$ cat config.mk
export PLATFORM = sky130hd
export DESIGN_NAME = axi_sys_bridge_top
export DESIGN_NICKNAME = d
export VERILOG_FILES = /design/src/axi_pkg.sv /design/src/sys_bus_pkg.sv /design/src/axi_wr_capture.sv /design/src/axi_rd_capture.sv /design/src/bridge_ctrl.sv /design/src/axi_resp_gen.sv /design/src/sys_reg_bank.sv /design/src/axi_sys_bridge_top.sv
export VERILOG_INCLUDE_DIRS = /design/src /design/src/src
export SDC_FILE = /design/constraint.sdc
export NUM_CORES = 1
export LEC_CHECK = 0
export ABC_CLOCK_PERIOD_IN_PS = 4590
export BUFFER_PORTS_ARGS = -buffer_cell sky130_fd_sc_hd__clkbuf_2
export CAP_MARGIN = 20
export CORE_MARGIN = 8
export CORE_UTILIZATION = 55
export CTS_BUF_LIST = sky130_fd_sc_hd__clkbuf_2
export DETAILED_ROUTE_END_ITERATION = 10
export HOLD_SLACK_MARGIN = 0.06
export PLACE_DENSITY = 0.77
export SYNTH_ARGS = -nofsm -noshare
export SYNTH_HDL_FRONTEND = slang
export SYNTH_SLANG_ARGS = --single-unit
$ cat constraint.sdc
create_clock -name axi -period 4.59 [get_ports axi]
set_input_delay 0.6885 -clock axi [delete_from_list [all_inputs] [get_ports axi]]
set_output_delay 0.6885 -clock axi [all_outputs]
set_load 0.02 [all_outputs]
$ cat src/axi_bridge_defines.svh
// widths, register map size and acknowledge timeout for the axi to system bus bridge
`ifndef AXI_BRIDGE_DEFINES_SVH
`define AXI_BRIDGE_DEFINES_SVH

//////////////////////////////////////////////////
// axi side
//////////////////////////////////////////////////

`define AXI_DATA_W 32   // data bus in bits
`define AXI_ADDR_W 32   // byte address
`define AXI_ID_W   4    // transaction id

//////////////////////////////////////////////////
// register bank and bus watchdog
//////////////////////////////////////////////////

// registers start at address 0, one per 4-byte word
`define REG_COUNT 8

// cycles after a bus strobe before the bridge gives up on ack
`define ACK_TIMEOUT 32

`endif

$ cat src/axi_pkg.sv
// axi width typedefs, response and size codes, and channel payload structs
`include "axi_bridge_defines.svh"

package axi_pkg;

   // widths with a meaning on the axi side
   typedef logic [`AXI_DATA_W-1:0]   axi_data_t;
   typedef logic [`AXI_ADDR_W-1:0]   axi_addr_t;
   typedef logic [`AXI_ID_W-1:0]     axi_id_t;
   typedef logic [`AXI_DATA_W/8-1:0] axi_strb_t;   // one bit per data byte
   typedef logic [1:0]               axi_resp_t;
   typedef logic [3:0]               axi_len_t;    // axi3 burst length minus one
   typedef logic [2:0]               axi_size_t;   // log2 of bytes per beat

   localparam axi_resp_t RESP_OKAY   = 2'b00;
   localparam axi_resp_t RESP_SLVERR = 2'b10;

   // the only transfer size served
   localparam axi_size_t SIZE_4B = 3'd2;

   // address beat, shared by aw and ar
   typedef struct packed {
      axi_id_t   id;
      axi_addr_t addr;
      axi_len_t  len;
      axi_size_t size;
   } axi_ax_t;

   // write data beat, id kept for the axi3 wire set
   typedef struct packed {
      axi_id_t   id;
      axi_data_t data;
      axi_strb_t strb;
   } axi_w_t;

   typedef struct packed {
      axi_id_t   id;
      axi_resp_t resp;
   } axi_b_t;

   typedef struct packed {
      axi_id_t   id;
      axi_data_t data;
      axi_resp_t resp;
      logic      last;
   } axi_r_t;

endpackage

$ cat src/sys_bus_pkg.sv
// system bus width typedefs, request and response structs, controller state enum
`include "axi_bridge_defines.svh"

package sys_bus_pkg;

   // bus widths follow the axi side one to one
   typedef logic [`AXI_ADDR_W-1:0]   sys_addr_t;
   typedef logic [`AXI_DATA_W-1:0]   sys_data_t;
   typedef logic [`AXI_DATA_W/8-1:0] sys_sel_t;   // byte selects

   // request fields, qualified by wen or ren
   typedef struct packed {
      sys_addr_t addr;
      sys_data_t wdata;
      sys_sel_t  sel;
   } sys_req_t;

   // ack is a one cycle pulse, rdata valid with it
   typedef struct packed {
      sys_data_t rdata;
      logic      ack;
   } sys_rsp_t;

   // bridge transaction sequencer
   typedef enum logic [2:0] {
      IDLE,      // aw/ar open
      WR_DATA,   // waiting for the w beat
      WR_BUS,    // wen issued, waiting for ack
      RD_BUS,    // ren issued, waiting for ack
      WR_RESP,   // b beat pending
      RD_RESP    // r beat pending
   } bridge_state_t;

endpackage

$ cat src/axi_wr_capture.sv
// write address and write data beat registers with unsupported write flag
module axi_wr_capture (
   input  logic               axi,
   input  logic               rst,
   input  axi_pkg::axi_ax_t   aw,
   input  axi_pkg::axi_w_t    w,
   input  logic               aw_load,
   input  logic               w_load,
   output axi_pkg::axi_id_t   wr_id,
   output axi_pkg::axi_addr_t wr_addr,
   output axi_pkg::axi_data_t wr_data,
   output axi_pkg::axi_strb_t wr_strb,
   output logic               wr_unsup
);
   import axi_pkg::*;

   axi_len_t  wr_len;
   axi_size_t wr_size;
   logic      aw_seen;   // aw taken, w still owed

   // aw payload
   always_ff @(posedge axi) begin
      if (aw_load) begin
         wr_id   <= aw.id;
         wr_addr <= aw.addr;
      end
   end

   // w payload, strobes become byte selects later
   always_ff @(posedge axi) begin
      if (w_load) begin
         wr_data <= w.data;
         wr_strb <= w.strb;
      end
   end

   // beat shape and aw/w pairing
   always_ff @(posedge axi) begin
      if (rst) begin
         wr_len  <= '0;
         wr_size <= SIZE_4B;
         aw_seen <= 1'b0;
      end else begin
         if (aw_load) begin
            wr_len  <= aw.len;
            wr_size <= aw.size;
         end
         if (aw_load)
            aw_seen <= 1'b1;
         else if (w_load)
            aw_seen <= 1'b0;   // pair closed
      end
   end

   // burst or anything but a full word
   assign wr_unsup = (wr_len != '0) || (wr_size != SIZE_4B);

   // controller must never open w before an address is held
   a_w_after_aw: assert property (@(posedge axi) disable iff (rst) w_load |-> aw_seen)
      else $error("w_load without a preceding aw_load");

endmodule

$ cat src/axi_rd_capture.sv
// read address beat register with unsupported read flag
module axi_rd_capture (
   input  logic               axi,
   input  logic               rst,
   input  axi_pkg::axi_ax_t   ar,
   input  logic               ar_load,
   output axi_pkg::axi_id_t   rd_id,
   output axi_pkg::axi_addr_t rd_addr,
   output logic               rd_unsup
);
   import axi_pkg::*;

   axi_len_t  rd_len;
   axi_size_t rd_size;

   // ar payload, held until the next ar transfer
   always_ff @(posedge axi) begin
      if (ar_load) begin
         rd_id   <= ar.id;
         rd_addr <= ar.addr;
      end
   end

   // beat shape
   always_ff @(posedge axi) begin
      if (rst) begin
         rd_len  <= '0;
         rd_size <= SIZE_4B;
      end else if (ar_load) begin
         rd_len  <= ar.len;
         rd_size <= ar.size;
      end
   end

   // bursts and narrow/wide reads get slverr, no bus access
   assign rd_unsup = (rd_len != '0) || (rd_size != SIZE_4B);

endmodule

$ cat src/bridge_ctrl.sv
// transaction fsm with write priority, bus strobes, address mux and ack timeout
`include "axi_bridge_defines.svh"

module bridge_ctrl (
   input  logic                  axi,
   input  logic                  rst,
   // axi handshakes
   input  logic                  awvalid,
   output logic                  awready,
   input  logic                  wvalid,
   output logic                  wready,
   input  logic                  arvalid,
   output logic                  arready,
   output logic                  aw_load,
   output logic                  w_load,
   output logic                  ar_load,
   // captured request fields
   input  axi_pkg::axi_addr_t    wr_addr,
   input  axi_pkg::axi_data_t    wr_data,
   input  axi_pkg::axi_strb_t    wr_strb,
   input  logic                  wr_unsup,
   input  axi_pkg::axi_addr_t    rd_addr,
   input  logic                  rd_unsup,
   // system bus
   output sys_bus_pkg::sys_req_t sys_req,
   output logic                  wen,
   output logic                  ren,
   input  sys_bus_pkg::sys_rsp_t sys_rsp,
   // response generator
   output logic                  b_set,
   output logic                  r_set,
   output logic                  resp_err,
   output axi_pkg::axi_data_t    rd_data,
   input  logic                  resp_done
);
   import sys_bus_pkg::*;

   localparam int CNT_W = $clog2(`ACK_TIMEOUT + 1);

   bridge_state_t    state;
   bridge_state_t    state_nxt;
   logic [CNT_W-1:0] ack_cnt;     // cycles since the bus strobe
   logic             bus_state;
   logic             rd_side;     // read owns the bus address
   logic             timeout;

   //////////////////////////////////////////////////
   // axi handshakes
   //////////////////////////////////////////////////

   assign awready = (state == IDLE);
   assign arready = (state == IDLE) && !awvalid;   // write wins a tie
   assign wready  = (state == WR_DATA);

   assign aw_load = awvalid && awready;
   assign w_load  = wvalid && wready;
   assign ar_load = arvalid && arready;

   //////////////////////////////////////////////////
   // sequencer
   //////////////////////////////////////////////////

   always_comb begin
      state_nxt = state;
      b_set     = 1'b0;
      r_set     = 1'b0;
      resp_err  = 1'b0;
      case (state)
         IDLE: begin
            if (aw_load)
               state_nxt = WR_DATA;
            else if (ar_load)
               state_nxt = RD_BUS;
         end
         WR_DATA: begin
            if (w_load && wr_unsup) begin   // w beat swallowed without a wen
               state_nxt = WR_RESP;
               b_set     = 1'b1;
               resp_err  = 1'b1;
            end else if (w_load) begin
               state_nxt = WR_BUS;
            end
         end
         WR_BUS: begin
            if (sys_rsp.ack || timeout) begin
               state_nxt = WR_RESP;
               b_set     = 1'b1;
               resp_err  = !sys_rsp.ack;
            end
         end
         RD_BUS: begin
            // unsupported read leaves in its first cycle
            if (rd_unsup || sys_rsp.ack || timeout) begin
               state_nxt = RD_RESP;
               r_set     = 1'b1;
               resp_err  = rd_unsup || !sys_rsp.ack;
            end
         end
         WR_RESP, RD_RESP: begin
            if (resp_done)
               state_nxt = IDLE;
         end
         default: state_nxt = IDLE;
      endcase
   end

   always_ff @(posedge axi) begin
      if (rst) begin
         state   <= IDLE;
         ack_cnt <= '0;
      end else begin
         state <= state_nxt;
         if (bus_state)
            ack_cnt <= ack_cnt + 1'b1;
         else
            ack_cnt <= '0;   // zero in the strobe cycle
      end
   end

   assign bus_state = (state == WR_BUS) || (state == RD_BUS);
   assign timeout   = (ack_cnt == CNT_W'(`ACK_TIMEOUT));

   //////////////////////////////////////////////////
   // system bus side
   //////////////////////////////////////////////////

   // strobes only in the first bus cycle
   assign wen = (state == WR_BUS) && (ack_cnt == '0);
   assign ren = (state == RD_BUS) && (ack_cnt == '0) && !rd_unsup;

   assign rd_side       = (state == RD_BUS) || (state == RD_RESP);
   assign sys_req.addr  = rd_side ? rd_addr : wr_addr;
   assign sys_req.wdata = wr_data;
   assign sys_req.sel   = rd_side ? '1 : wr_strb;   // reads fetch the whole word

   // r beat data zeroed on error
   always_ff @(posedge axi) begin
      if (r_set)
         rd_data <= sys_rsp.ack ? sys_rsp.rdata : '0;
   end

   a_ack_in_bus: assert property (@(posedge axi) disable iff (rst)
      sys_rsp.ack |-> bus_state && (ack_cnt != '0))
      else $error("bus ack without a pending strobe");

   a_strobe_after_beat: assert property (@(posedge axi) disable iff (rst)
      (wen || ren) |-> $past(w_load || ar_load))
      else $error("bus strobe not one cycle after its axi beat");

endmodule

$ cat src/axi_resp_gen.sv
// b and r channel response registers held until accepted by the master
module axi_resp_gen (
   input  logic               axi,
   input  logic               rst,
   input  logic               b_set,
   input  logic               r_set,
   input  logic               resp_err,
   input  axi_pkg::axi_id_t   wr_id,
   input  axi_pkg::axi_id_t   rd_id,
   input  axi_pkg::axi_data_t rd_data,
   output logic               bvalid,
   output axi_pkg::axi_b_t    b,
   input  logic               bready,
   output logic               rvalid,
   output axi_pkg::axi_r_t    r,
   input  logic               rready,
   output logic               resp_done
);
   import axi_pkg::*;

   axi_id_t   b_id_q;
   axi_id_t   r_id_q;
   axi_resp_t b_resp_q;
   axi_resp_t r_resp_q;
   axi_resp_t set_resp;

   assign set_resp = resp_err ? RESP_SLVERR : RESP_OKAY;

   // valids, dropped on the transfer
   always_ff @(posedge axi) begin
      if (rst) begin
         bvalid <= 1'b0;
         rvalid <= 1'b0;
      end else begin
         if (b_set)
            bvalid <= 1'b1;
         else if (bready)
            bvalid <= 1'b0;
         if (r_set)
            rvalid <= 1'b1;
         else if (rready)
            rvalid <= 1'b0;
      end
   end

   always_ff @(posedge axi) begin
      if (b_set) begin
         b_id_q   <= wr_id;
         b_resp_q <= set_resp;
      end
      if (r_set) begin
         r_id_q   <= rd_id;
         r_resp_q <= set_resp;
      end
   end

   assign b = '{id: b_id_q, resp: b_resp_q};
   // data comes straight from the controller's held word
   assign r = '{id: r_id_q, data: rd_data, resp: r_resp_q, last: 1'b1};

   assign resp_done = (bvalid && bready) || (rvalid && rready);

   a_b_hold: assert property (@(posedge axi) disable iff (rst)
      bvalid && !bready |=> bvalid && $stable(b))
      else $error("b beat changed before bready");

   a_r_hold: assert property (@(posedge axi) disable iff (rst)
      rvalid && !rready |=> rvalid && $stable(r))
      else $error("r beat changed before rready");

endmodule

$ cat src/sys_reg_bank.sv
// system bus slave with byte-selectable registers, acks mapped addresses only
`include "axi_bridge_defines.svh"

module sys_reg_bank (
   input  logic                  axi,
   input  logic                  rst,
   input  sys_bus_pkg::sys_req_t sys_req,
   input  logic                  wen,
   input  logic                  ren,
   output sys_bus_pkg::sys_rsp_t sys_rsp
);
   import sys_bus_pkg::*;

   localparam int IDX_W = $clog2(`REG_COUNT);

   sys_data_t        regs [`REG_COUNT];
   logic [IDX_W-1:0] idx;      // word index
   logic             mapped;
   logic             ack_q;
   sys_data_t        rdata_q;

   //////////////////////////////////////////////////
   // decode
   //////////////////////////////////////////////////

   assign idx    = sys_req.addr[2 +: IDX_W];   // byte offset ignored
   assign mapped = (sys_req.addr < `REG_COUNT * 4);

   //////////////////////////////////////////////////
   // storage
   //////////////////////////////////////////////////

   always_ff @(posedge axi) begin
      if (rst) begin
         for (int i = 0; i < `REG_COUNT; i++)
            regs[i] <= '0;
      end else if (wen && mapped) begin
         for (int k = 0; k < $bits(sys_sel_t); k++) begin
            if (sys_req.sel[k])
               regs[idx][8*k +: 8] <= sys_req.wdata[8*k +: 8];   // selected byte lanes only
         end
      end
   end

   // ack one cycle after the strobe, silence off the map
   always_ff @(posedge axi) begin
      if (rst)
         ack_q <= 1'b0;
      else
         ack_q <= (wen || ren) && mapped;
   end

   always_ff @(posedge axi) begin
      if (ren && mapped)
         rdata_q <= regs[idx];
   end

   assign sys_rsp = '{rdata: rdata_q, ack: ack_q};

endmodule

$ cat src/axi_sys_bridge_top.sv
// bridge top with write/read capture, controller, response generator and register bank
module axi_sys_bridge_top (
   input  logic             axi,
   input  logic             rst,
   input  axi_pkg::axi_ax_t aw,
   input  logic             awvalid,
   output logic             awready,
   input  axi_pkg::axi_w_t  w,
   input  logic             wvalid,
   output logic             wready,
   output axi_pkg::axi_b_t  b,
   output logic             bvalid,
   input  logic             bready,
   input  axi_pkg::axi_ax_t ar,
   input  logic             arvalid,
   output logic             arready,
   output axi_pkg::axi_r_t  r,
   output logic             rvalid,
   input  logic             rready
);
   import axi_pkg::*;
   import sys_bus_pkg::*;

   // captured request
   axi_id_t   wr_id;
   axi_addr_t wr_addr;
   axi_data_t wr_data;
   axi_strb_t wr_strb;
   logic      wr_unsup;
   axi_id_t   rd_id;
   axi_addr_t rd_addr;
   logic      rd_unsup;
   logic      aw_load;
   logic      w_load;
   logic      ar_load;
   // system bus
   sys_req_t  sys_req;
   sys_rsp_t  sys_rsp;
   logic      wen;
   logic      ren;
   // response path
   logic      b_set;
   logic      r_set;
   logic      resp_err;
   axi_data_t rd_data;
   logic      resp_done;

   axi_wr_capture i_wr_capture (
      .axi      (axi),
      .rst      (rst),
      .aw       (aw),
      .w        (w),
      .aw_load  (aw_load),
      .w_load   (w_load),
      .wr_id    (wr_id),
      .wr_addr  (wr_addr),
      .wr_data  (wr_data),
      .wr_strb  (wr_strb),
      .wr_unsup (wr_unsup)
   );

   axi_rd_capture i_rd_capture (
      .axi      (axi),
      .rst      (rst),
      .ar       (ar),
      .ar_load  (ar_load),
      .rd_id    (rd_id),
      .rd_addr  (rd_addr),
      .rd_unsup (rd_unsup)
   );

   bridge_ctrl i_ctrl (
      .axi       (axi),
      .rst       (rst),
      .awvalid   (awvalid),
      .awready   (awready),
      .wvalid    (wvalid),
      .wready    (wready),
      .arvalid   (arvalid),
      .arready   (arready),
      .aw_load   (aw_load),
      .w_load    (w_load),
      .ar_load   (ar_load),
      .wr_addr   (wr_addr),
      .wr_data   (wr_data),
      .wr_strb   (wr_strb),
      .wr_unsup  (wr_unsup),
      .rd_addr   (rd_addr),
      .rd_unsup  (rd_unsup),
      .sys_req   (sys_req),
      .wen       (wen),
      .ren       (ren),
      .sys_rsp   (sys_rsp),
      .b_set     (b_set),
      .r_set     (r_set),
      .resp_err  (resp_err),
      .rd_data   (rd_data),
      .resp_done (resp_done)
   );

   axi_resp_gen i_resp_gen (
      .axi       (axi),
      .rst       (rst),
      .b_set     (b_set),
      .r_set     (r_set),
      .resp_err  (resp_err),
      .wr_id     (wr_id),
      .rd_id     (rd_id),
      .rd_data   (rd_data),
      .bvalid    (bvalid),
      .b         (b),
      .bready    (bready),
      .rvalid    (rvalid),
      .r         (r),
      .rready    (rready),
      .resp_done (resp_done)
   );

   // the only peripheral behind the bridge
   sys_reg_bank i_reg_bank (
      .axi     (axi),
      .rst     (rst),
      .sys_req (sys_req),
      .wen     (wen),
      .ren     (ren),
      .sys_rsp (sys_rsp)
   );

endmodule

==> metrics, run 1 <==
setup ws final 1070 ps; fin crit period 3520 ps; core footprint 0.0323 mm^2; aggregate routed wire length 46800 um; Achievable Freq 0.284 GHz; reg2reg path depth 5; HPWL Detailed 26200 um; Worst EP arrival 4180 ps; Static Leak 7.85 nW; Hold Fails Final Rpt 0; Setup TNS Final 0 ps; Worst Hold End i_ctrl.state[1]; final antenna-violating net count 0; R2R setup slack 1070 ps; initial DRC count 1204; row count 66; largest net degree at the start of global routing 41; Root Buffer clkbuf_2; worst r2r src i_ctrl.state[0]; Area Growth Syn to Fin 22.2%; worst-case vdd ir drop 238 uV; dpl ws 1120 ps; TritonCTS buffer count 111; via count 12400; die area 0.0385 mm^2; filler instances 2202; vias in the first global route 12900; DIE HEIGHT 196 um; Initial Utilization 55.3%; CP Max Fanout 32; via/cell ratio 5.75; Post-Syn Area 0.0179 mm^2; critical path, cell by cell and2_1, nor4_2, buf_4, o21ai_4, nor2_1; Max stage delay on crit path 940 ps; Critical Path Slowest Stage Cell dfxtp_1; Post-Syn Instances 1243; Worst Max-Slew Pin Slew 1120 ps; Worst-path clk slew 110 ps; Tot GR Track Use 24.1%; CP delay by family, top simple AND/OR/NAND/NOR gates; first-pass GRT wire length 70500 um; GP Congestion 0.825; top cells by count, synth 434 x edfxtp_1, 268 x nor2_1, 103 x a22oi_1; Yosys cell types 53; Clk pwr share 28.0%; most common cell in the netlist edfxtp_1; sequential power share 55.1%; CP required 5250 ps; critical path class flop to flop; main flop type after synthesis edfxtp_1; CP Capture Type flop; initial antenna violation count 2; Pwr per Cell Area 424 mW/mm^2; DRC Markers 0; H-tree depth 3; DRT Pass-1 Iters 6; share of cells above drive strength 1 25.2%; #FFs+latches synth 460; num ports 183; Pins Over Slew Limit 0; worst r2r dst i_reg_bank.regs[2][22]; area leader, netlist edfxtp_1; design internal power 0.00642 W; DIE WIDTH 196 um; Synth async-reset ratio 0%; Tcrit/Tclk final 76.7%; Rel. slew slack 25.2%; Clock Path Buffers 3; Gate power share 16.9%; Yosys top cell area share 73.0%; RSZ-0062 raised after global routing false; Tot Pwr 0.00925 W; wire per inst 21.7 um; Hold Path Origin wvalid; sw frac 30.6%; count of input and output buffers 171; latest clock arrival within the worst-skew pair 1060 ps; hold crit path type input port to flop; register area share after synthesis 75.9%; Max Cap Violations 0; dominant cells by area after synthesis edfxtp_1 73%, nor2_1 5.6%, a22oi_1 4.3%; P_sw 0.00283 W; gr ovfl total 0; Yosys warning count 0; hold path cells 3; CP Launch Type flop; CP Buf/Inv Count 1; EDFF count, synth 434; status finished clean; syn avg cell area 14.4 um^2; clk sinks 460; NumNets Final 1750; Post-CTS Resized 0; Clock Skew 118 ps; CTS tree yes; final setup vio count 0
cell type report:
type                    instances  area, um^2  share of cell area, %
inverters                      10        37.5                  0.172
clock inverters                47         193                  0.883
diodes                          2        5.00                 0.0229
flip-flops and latches        460       13600                   62.1
well taps                     442         553                   2.53
multi-input cells             696        4140                   19.0
repair buffers                336        2540                   11.6
clock buffers                 160         801                   3.67
stage by stage:
step                      std cells  util [%]  instance area, um^2  hold slack, ps
final                          2153      67.6                21800             164
after global routing           2153      67.6                21800            95.9
after CTS                      2146      67.2                21700            60.0
after detailed placement       1805      59.9                19300             407
after global placement         1804      59.9                19300             403
after floorplan                1244         -                17900             400
worst min-delay path: cells and delay by family:
kind | cells | cell delay [ps]
buffers and inverters | 1 | 90
AO/OA/AOI/OAI | 2 | 350
flip-flops by register name, summed over array words and instances (netlist names), 6 cells and up:
name / cells
i_rd_capture.rd_addr: 30
i_reg_bank.regs: 256
i_wr_capture.wr_data: 32
i_ctrl.ack_cnt: 6
i_ctrl.rd_data: 32
i_reg_bank.rdata_q: 32
i_wr_capture.wr_addr: 30
cells in the final DEF (no fill, tap or decap), types with 4 or more instances in the layout:
cell,synthesis,layout
dlygate4sd3_1,0,134
dfxtp_1,26,26
clkinv_1,1,38
o31ai_4,0,6
a31o_2,32,32
clkinv_2,0,5
nand3_1,7,7
o2111ai_1,31,31
and2_1,39,38
a21oi_1,15,15
clkbuf_2,0,331
nor4_1,13,13
buf_16,0,5
nor2_1,268,268
and3_1,4,4
nor4b_1,6,6
nand2_1,72,72
nor2b_1,4,4
a22oi_1,103,103
o21ai_4,0,8
nor3_1,6,6
mux2i_1,24,24
inv_1,9,9
buf_4,3,25
edfxtp_1,434,434
nand2b_1,5,5
nand4_1,8,8
power by group through the flow:
stage          logic [W]  clock network (W)  registers (W)
4_1_cts          0.00152            0.00261        0.00509
5_1_grt          0.00165            0.00284        0.00512
3_3_place_gp     0.00137                  0        0.00517
2_1_floorplan   0.000902                  0        0.00513
3_5_place_dp     0.00140                  0        0.00518
6_report         0.00156            0.00259        0.00510
routing by layer:
metal  track usage (%)  share of wire [%]  up-vias
li1                  -                  -     5499
met1              27.0                 35     5990
met2              42.3                 52      724
met3              5.33                9.2      156
met4              13.5                4.3        0
met5                 0                  0        -
how the worst max path moves through the flow:
stage                           start                     end  slack [ps]  depth (start not counted)
global placement      i_ctrl.state[0]  i_reg_bank.regs[1][11]        1220                          5
finish                i_ctrl.state[0]  i_reg_bank.regs[2][22]        1070                          5
CTS                   i_ctrl.state[0]  i_reg_bank.regs[0][21]        1050                          5
floorplan           i_ctrl.ack_cnt[0]   i_reg_bank.rdata_q[0]         810                          9
detailed placement    i_ctrl.state[0]   i_reg_bank.regs[0][4]        1120                          5
global route          i_ctrl.state[0]  i_reg_bank.regs[2][22]         870                          5
what timing repair did:
action,4_1_cts,5_1_grt
hold buffers,134,0
hold endpoints to repair,122,0
buffers inserted,0,0
logic make-up after synthesis:
group,share of synthesized area [%]
xor gates and xnor gates,0.245
other,0.0421
AOI/OAI and AO/OA,9.42
DFF,75.9
adders and majority gates,0.140
and+or+nand+nor,10.9
buffers and inverters,1.98
muxes,1.41
No activity file was read; power rests on OpenSTA's default activity.
==> run 2: changes to the inputs <==
ABC_CLOCK_PERIOD_IN_PS = 2800   (was 4590)
clock period = 2.8 ns   (was 4.59 ns; I/O delays follow)
==> metrics, run 2 (same netlist as run 1, synthesis figures left out) <==
CP Max Fanout 38 (+19%); Max Cap Violations 0 (unchanged); critical path, cell by cell nor3_1, nand2_1, clkinv_1, buf_6, nand2_1, a21oi_1, dlygate4sd3_1; CP endpoint i_wr_capture.wr_len[2]; final setup vio count 0 (unchanged); Clock Skew 79.1 ps (-38.8 ps); CP Buf/Inv Count 3 (+2); DIE WIDTH 196 um (unchanged); Pins Over Slew Limit 0 (unchanged); most frequent cells in the layout 434 x edfxtp_1, 328 x clkbuf_2, 267 x nor2_1; Initial Utilization 55.3% (unchanged); hold path cells 2 (-1); TritonCTS buffer count 110 (-0.90%); worst r2r dst i_wr_capture.wr_len[2]; CP most frequent cell nand2_1; DRT Pass-1 Iters 6 (unchanged); clk sinks 460 (unchanged); worst-case vdd ir drop 418 uV (+76%); count of input and output buffers 171 (unchanged); Critical Path Slowest Stage Cell dlygate4sd3_1; Clock Path Buffers 3 (unchanged); wire per inst 21.3 um (-1.7%); fin crit period 2710 ps (-810 ps); via/cell ratio 5.79 (+0.70%); row count 66 (unchanged); commonest non-fill, non-tap cell in the layout edfxtp_1; via count 12700 (+2.3%); H-tree depth 3 (unchanged); NumNets Final 1783 (+1.9%); Pwr per Cell Area 693 mW/mm^2 (+64%); status finished clean; hold crit path type input port to flop; reg2reg path depth 7 (+2); CP Launch Point i_ctrl.state[0]; Root Buffer clkbuf_2; HPWL Detailed 27600 um (+5.5%); gr ovfl total 0 (unchanged); Area Growth Syn to Fin 24.2%; largest net degree at the start of global routing 39 (-4.9%); num ports 183 (unchanged); max reg flops 256 (unchanged); GP Congestion 0.869 (+5.3%); post-layout util 68.7% (+1.1 points); aggregate routed wire length 46700 um (-0.16%); critical path class flop to flop; CP delay by family, top buffers and inverters; latest clock arrival within the worst-skew pair 990 ps (-70 ps); initial DRC count 1400 (+16%); Rel. slew slack 27.3% (+2.1 points); initial antenna violation count 7 (+5); final antenna-violating net count 0 (unchanged); Tcrit/Tclk final 96.8% (+20 points); CP Launch Type flop; die area 0.0385 mm^2 (unchanged); CTS tree yes; core footprint 0.0323 mm^2 (unchanged); R2R setup slack 90 ps (-980 ps); Achievable Freq 0.369 GHz (+30%); DIE HEIGHT 196 um (unchanged); Min Hold Slack 153 ps (-11.2 ps); Worst-path clk slew 130 ps (+20 ps); Hold Fails Final Rpt 0 (unchanged); Worst EP arrival 3630 ps (-550 ps); share of cells above drive strength 1 25.9% (+0.79 points); Biggest register i_reg_bank.regs; # Post-CTS Setup Buffers 0 (unchanged); Stages on worst setup path 7 (+2); Worst Max-Slew Pin Slew 1080 ps (-36.8 ps); DRC Markers 0 (unchanged); first-pass GRT wire length 69900 um (-0.83%); CP Capture Type flop; CP required 3720 ps (-1530 ps); worst r2r src i_ctrl.state[0]; Static Leak 8.00 nW (+1.9%); vias in the first global route 12900 (+0.37%); Max stage delay on crit path 590 ps (-350 ps); Tot GR Track Use 23.8% (-0.28 points)
run 2: worst min path at each step:
stage / start / to / slack [ps]
final: aw[40] / i_wr_capture.wr_id[1] / 150
after global routing: w[22] / i_wr_capture.wr_data[18] / 90
after floorplan: i_wr_capture.wr_id[0] / i_resp_gen.b_id_q[0] / 400
after detailed placement: i_wr_capture.wr_id[2] / i_resp_gen.b_id_q[2] / 410
after CTS: aw[33] / i_wr_capture.wr_addr[26] / 60
after global placement: i_wr_capture.wr_id[1] / i_resp_gen.b_id_q[1] / 400
run 2: worst reg2reg max path, cell delays in order (launching register included):
cell	delay (ps)
dfxtp_1	480
nor3_1	410
nand2_1	320
clkinv_1	210
buf_6	320
nand2_1	170
a21oi_1	160
dlygate4sd3_1	590
run 2: area by class of cell:
type / count / area (um^2)
clock buffer: 157 / 786
inverter: 10 / 41.3
fill: 2143 / 10100
sequential: 460 / 13600
timing repair buffer: 370 / 2880
antenna: 7 / 17.5
tap: 442 / 553
clock inverter: 45 / 201
multi-input combinational: 696 / 4150
run 2: what timing repair did:
action / CTS / global route
resized for setup: 0 / 4
endpoints found under the hold margin: 131 / 2
setup endpoints to repair: 0 / 19
hold buffers: 149 / 2
run 2: power by group:
part | switching, W | internal, W | total (W) | leakage (nW)
clock network | 0.00263 | 0.00161 | 0.00424 | 0.755
logic | 0.00179 | 0.000998 | 0.00279 | 2.69
registers | 0.000238 | 0.00811 | 0.00835 | 4.56
run 2: per-layer routing:
layer	part of all wire [%]	global-route usage (%)
met1	35	27.1
met2	50	41.0
met3	9.6	5.57
met4	4.8	13.8
met5	0	0
run 2: metrics by stage:
step / setup slack [ps] / total power [W] / setup TNS, ps / instance area, um^2 / cells
6_report: 89.9 / 0.0154 / 0 / 22200 / 2187
5_1_grt: -118 / 0.0160 / -298 / 22200 / 2187
4_1_cts: 112 / 0.0153 / 0 / 22100 / 2178
3_5_place_dp: 223 / 0.0109 / 0 / 19600 / 1827
3_3_place_gp: 257 / 0.0108 / 0 / 19600 / 1827
2_1_floorplan: -157 / 0.00993 / -5030 / 18000 / 1244
==> run 3: changes to the inputs <==
ABC_AREA = 1   (was unset)
CORE_UTILIZATION = 56   (was 55)
PLACE_DENSITY = 0.78   (was 0.77)
SKIP_LAST_GASP = 1   (was unset)
SYNTH_HIERARCHICAL = 1   (was unset)
==> metrics, run 3 <==
Post-Place Cells 2243 (+23%); FF+latch area 0.0136 mm^2 (about the same); initial DRC count 2317 (+66%); TritonCTS buffer count 109 (-0.91%); via/cell ratio 5.94 (+2.7%); row count 68 (+3.0%); Final Cell Area 0.0254 mm^2 (+14%); Post-Syn Instances 1608 (+29%); latest clock arrival within the worst-skew pair 1160 ps (+170 ps); fin crit period 3430 ps (+720 ps); syn avg cell area 12.1 um^2 (-16%); Clk pwr share 26.1% (-1.5 points); DRT Pass-1 Iters 8 (+2); P_sw 0.00634 W (+36%); Yosys warning count 6 (+6); Worst EP arrival 4330 ps (+700 ps); CP Launch Type flop; area of the multi-input gates 0.00511 mm^2 (+23%); sequential power share 47.2% (-7.1 points); Clock Skew 175 ps (+96.2 ps); post-layout util 73.8% (+5.1 points); hold crit path type input port to flop; H-tree depth 3 (unchanged); first-pass GRT wire length 86400 um (+24%); filler instances 2047 (-4.5%); most frequent cells in the layout 434 x edfxtp_1, 337 x clkbuf_2, 305 x nand2_1; Max Cap Violations 0 (unchanged); commonest non-fill, non-tap cell in the layout edfxtp_1; Min Hold Slack 49.4 ps (-104 ps); Cell Area, Placed 0.0215 mm^2 (+9.5%); Biggest register i_reg_bank/regs; DIE HEIGHT 203 um (+3.2%); CTS tree yes; hold path cells 2 (unchanged); CP Capture Type flop; clk sinks 460 (unchanged); Pwr per Cell Area 703 mW/mm^2 (+1.5%); Worst Max-Slew Pin Slew 1040 ps (-43.1 ps); setup ws final -631 ps (-720 ps); wire per inst 24.6 um (+15%); Pins Over Slew Limit 0 (unchanged); Post-Syn Area 0.0195 mm^2 (+9.1%); status finished, violations left; Tcrit/Tclk final 123% (+26 points); design internal power 0.0115 W (+7.4%); num ports 183 (unchanged); Rel. slew slack 29.9% (+2.6 points); final antenna-violating net count 0 (unchanged); CP required 3700 ps (-20 ps); Initial Utilization 56.7% (+1.4 points); DRC Markers 0 (unchanged); dpl ws -108 ps (-331 ps); reg2reg path depth 14 (+7); Area Growth Syn to Fin 30.3%; count of input and output buffers 171 (unchanged); Achievable Freq 0.291 GHz (-21%); RSZ-0062 raised after global routing true; NumNets Final 2253 (+26%); DIE WIDTH 203 um (+3.2%); CP Max Fanout 8 (-79%); Static Leak 11.1 nW (+39%); gr ovfl total 0 (unchanged); critical path class flop to flop; Gate power share 26.7% (+8.5 points); GP Congestion 0.882 (+1.5%); Hold Fails Final Rpt 0 (unchanged); core footprint 0.0344 mm^2 (+6.5%); initial antenna violation count 11 (+4); final setup vio count 586 (+586); aggregate routed wire length 66000 um (+41%); die area 0.0410 mm^2 (+6.5%); largest net degree at the start of global routing 37 (-5.1%); fin cells 2676 (+22%); Clock Path Buffers 3 (unchanged); share of cells above drive strength 1 29.9% (+3.9 points); sw frac 35.5% (+5.2 points); worst-case vdd ir drop 459 uV (+9.8%); Root Buffer clkbuf_2; via count 15900 (+26%); max reg flops 256 (unchanged); Tot GR Track Use 27.8% (+3.9 points); Worst-path clk slew 240 ps (+110 ps); HPWL Detailed 30100 um (+9.0%); failing checks setup timing; vias in the first global route 15600 (+21%)
==> run 3: final cells by class <==
type                            instances  area share, %
Inverter                              147           2.17
Tap cell                              455           2.24
Sequential cell                       460           53.4
Antenna cell                            8         0.0789
Timing Repair Buffer                  508           17.9
Multi-Input combinational cell        892           20.1
Clock buffer                          166           3.27
Clock inverter                         40          0.710
==> run 3: stage by stage <==
stage	setup TNS, ps	power, W
finish	-178780	0.0178
global route	-192040	0.0184
CTS	-193	0.0166
detailed placement	-5080	0.0120
global placement	-154	0.0118
floorplan	-4480	0.0107
==> run 3: path summary, 6_finish.rpt <==
check	start	to	slack [ps]
worst max register to register	i_ctrl/state[1]	i_reg_bank/rdata_q[7]	-630
worst min register to register	i_rd_capture/rd_id[0]	i_resp_gen/r_id_q[0]	430
worst min-delay path	aw[14]	i_wr_capture/wr_addr[7]	50
worst max-delay path	i_ctrl/state[1]	i_reg_bank/rdata_q[7]	-630
==> run 3: power groups by stage <==
| stage | Combinational [W] | Sequential [W] | Clock (W) |
|---|---|---|---|
| 6_report | 0.00476 | 0.00843 | 0.00466 |
| 4_1_cts | 0.00393 | 0.00831 | 0.00438 |
| 5_1_grt | 0.00491 | 0.00844 | 0.00502 |
| 2_1_floorplan | 0.00226 | 0.00845 | 0 |
| 3_3_place_gp | 0.00341 | 0.00844 | 0 |
| 3_5_place_dp | 0.00349 | 0.00847 | 0 |
==> run 3: worst max-delay path: stages, from the launching register on <==
cell and delay, ps:
dfxtp_4 440, nand2_4 110, inv_2 50, o21ai_4 210, buf_6 160, buf_4 160
mux2_2 430, inv_2 140, nand3_1 280, inv_2 440, buf_4 250, nand2_1 140
o211ai_1 120, a21oi_1 100, nand2_1 140
==> run 3: timing repair <==
action,CTS,global route
resized for setup,16,154
buffers inserted,8,12
pin swaps,6,22
setup endpoints to repair,131,598
endpoints found under the hold margin,228,1
gates cloned,1,4
hold buffers,196,1
==> run 3: routing by layer <==
layer	track usage, %	vias to the layer above	share of wire [%]
met1	29.9	7380	30
met4	21.1	10	10
met3	6.28	522	12
met2	47.3	1512	47
li1	-	6474	-
met5	0	-	0.13
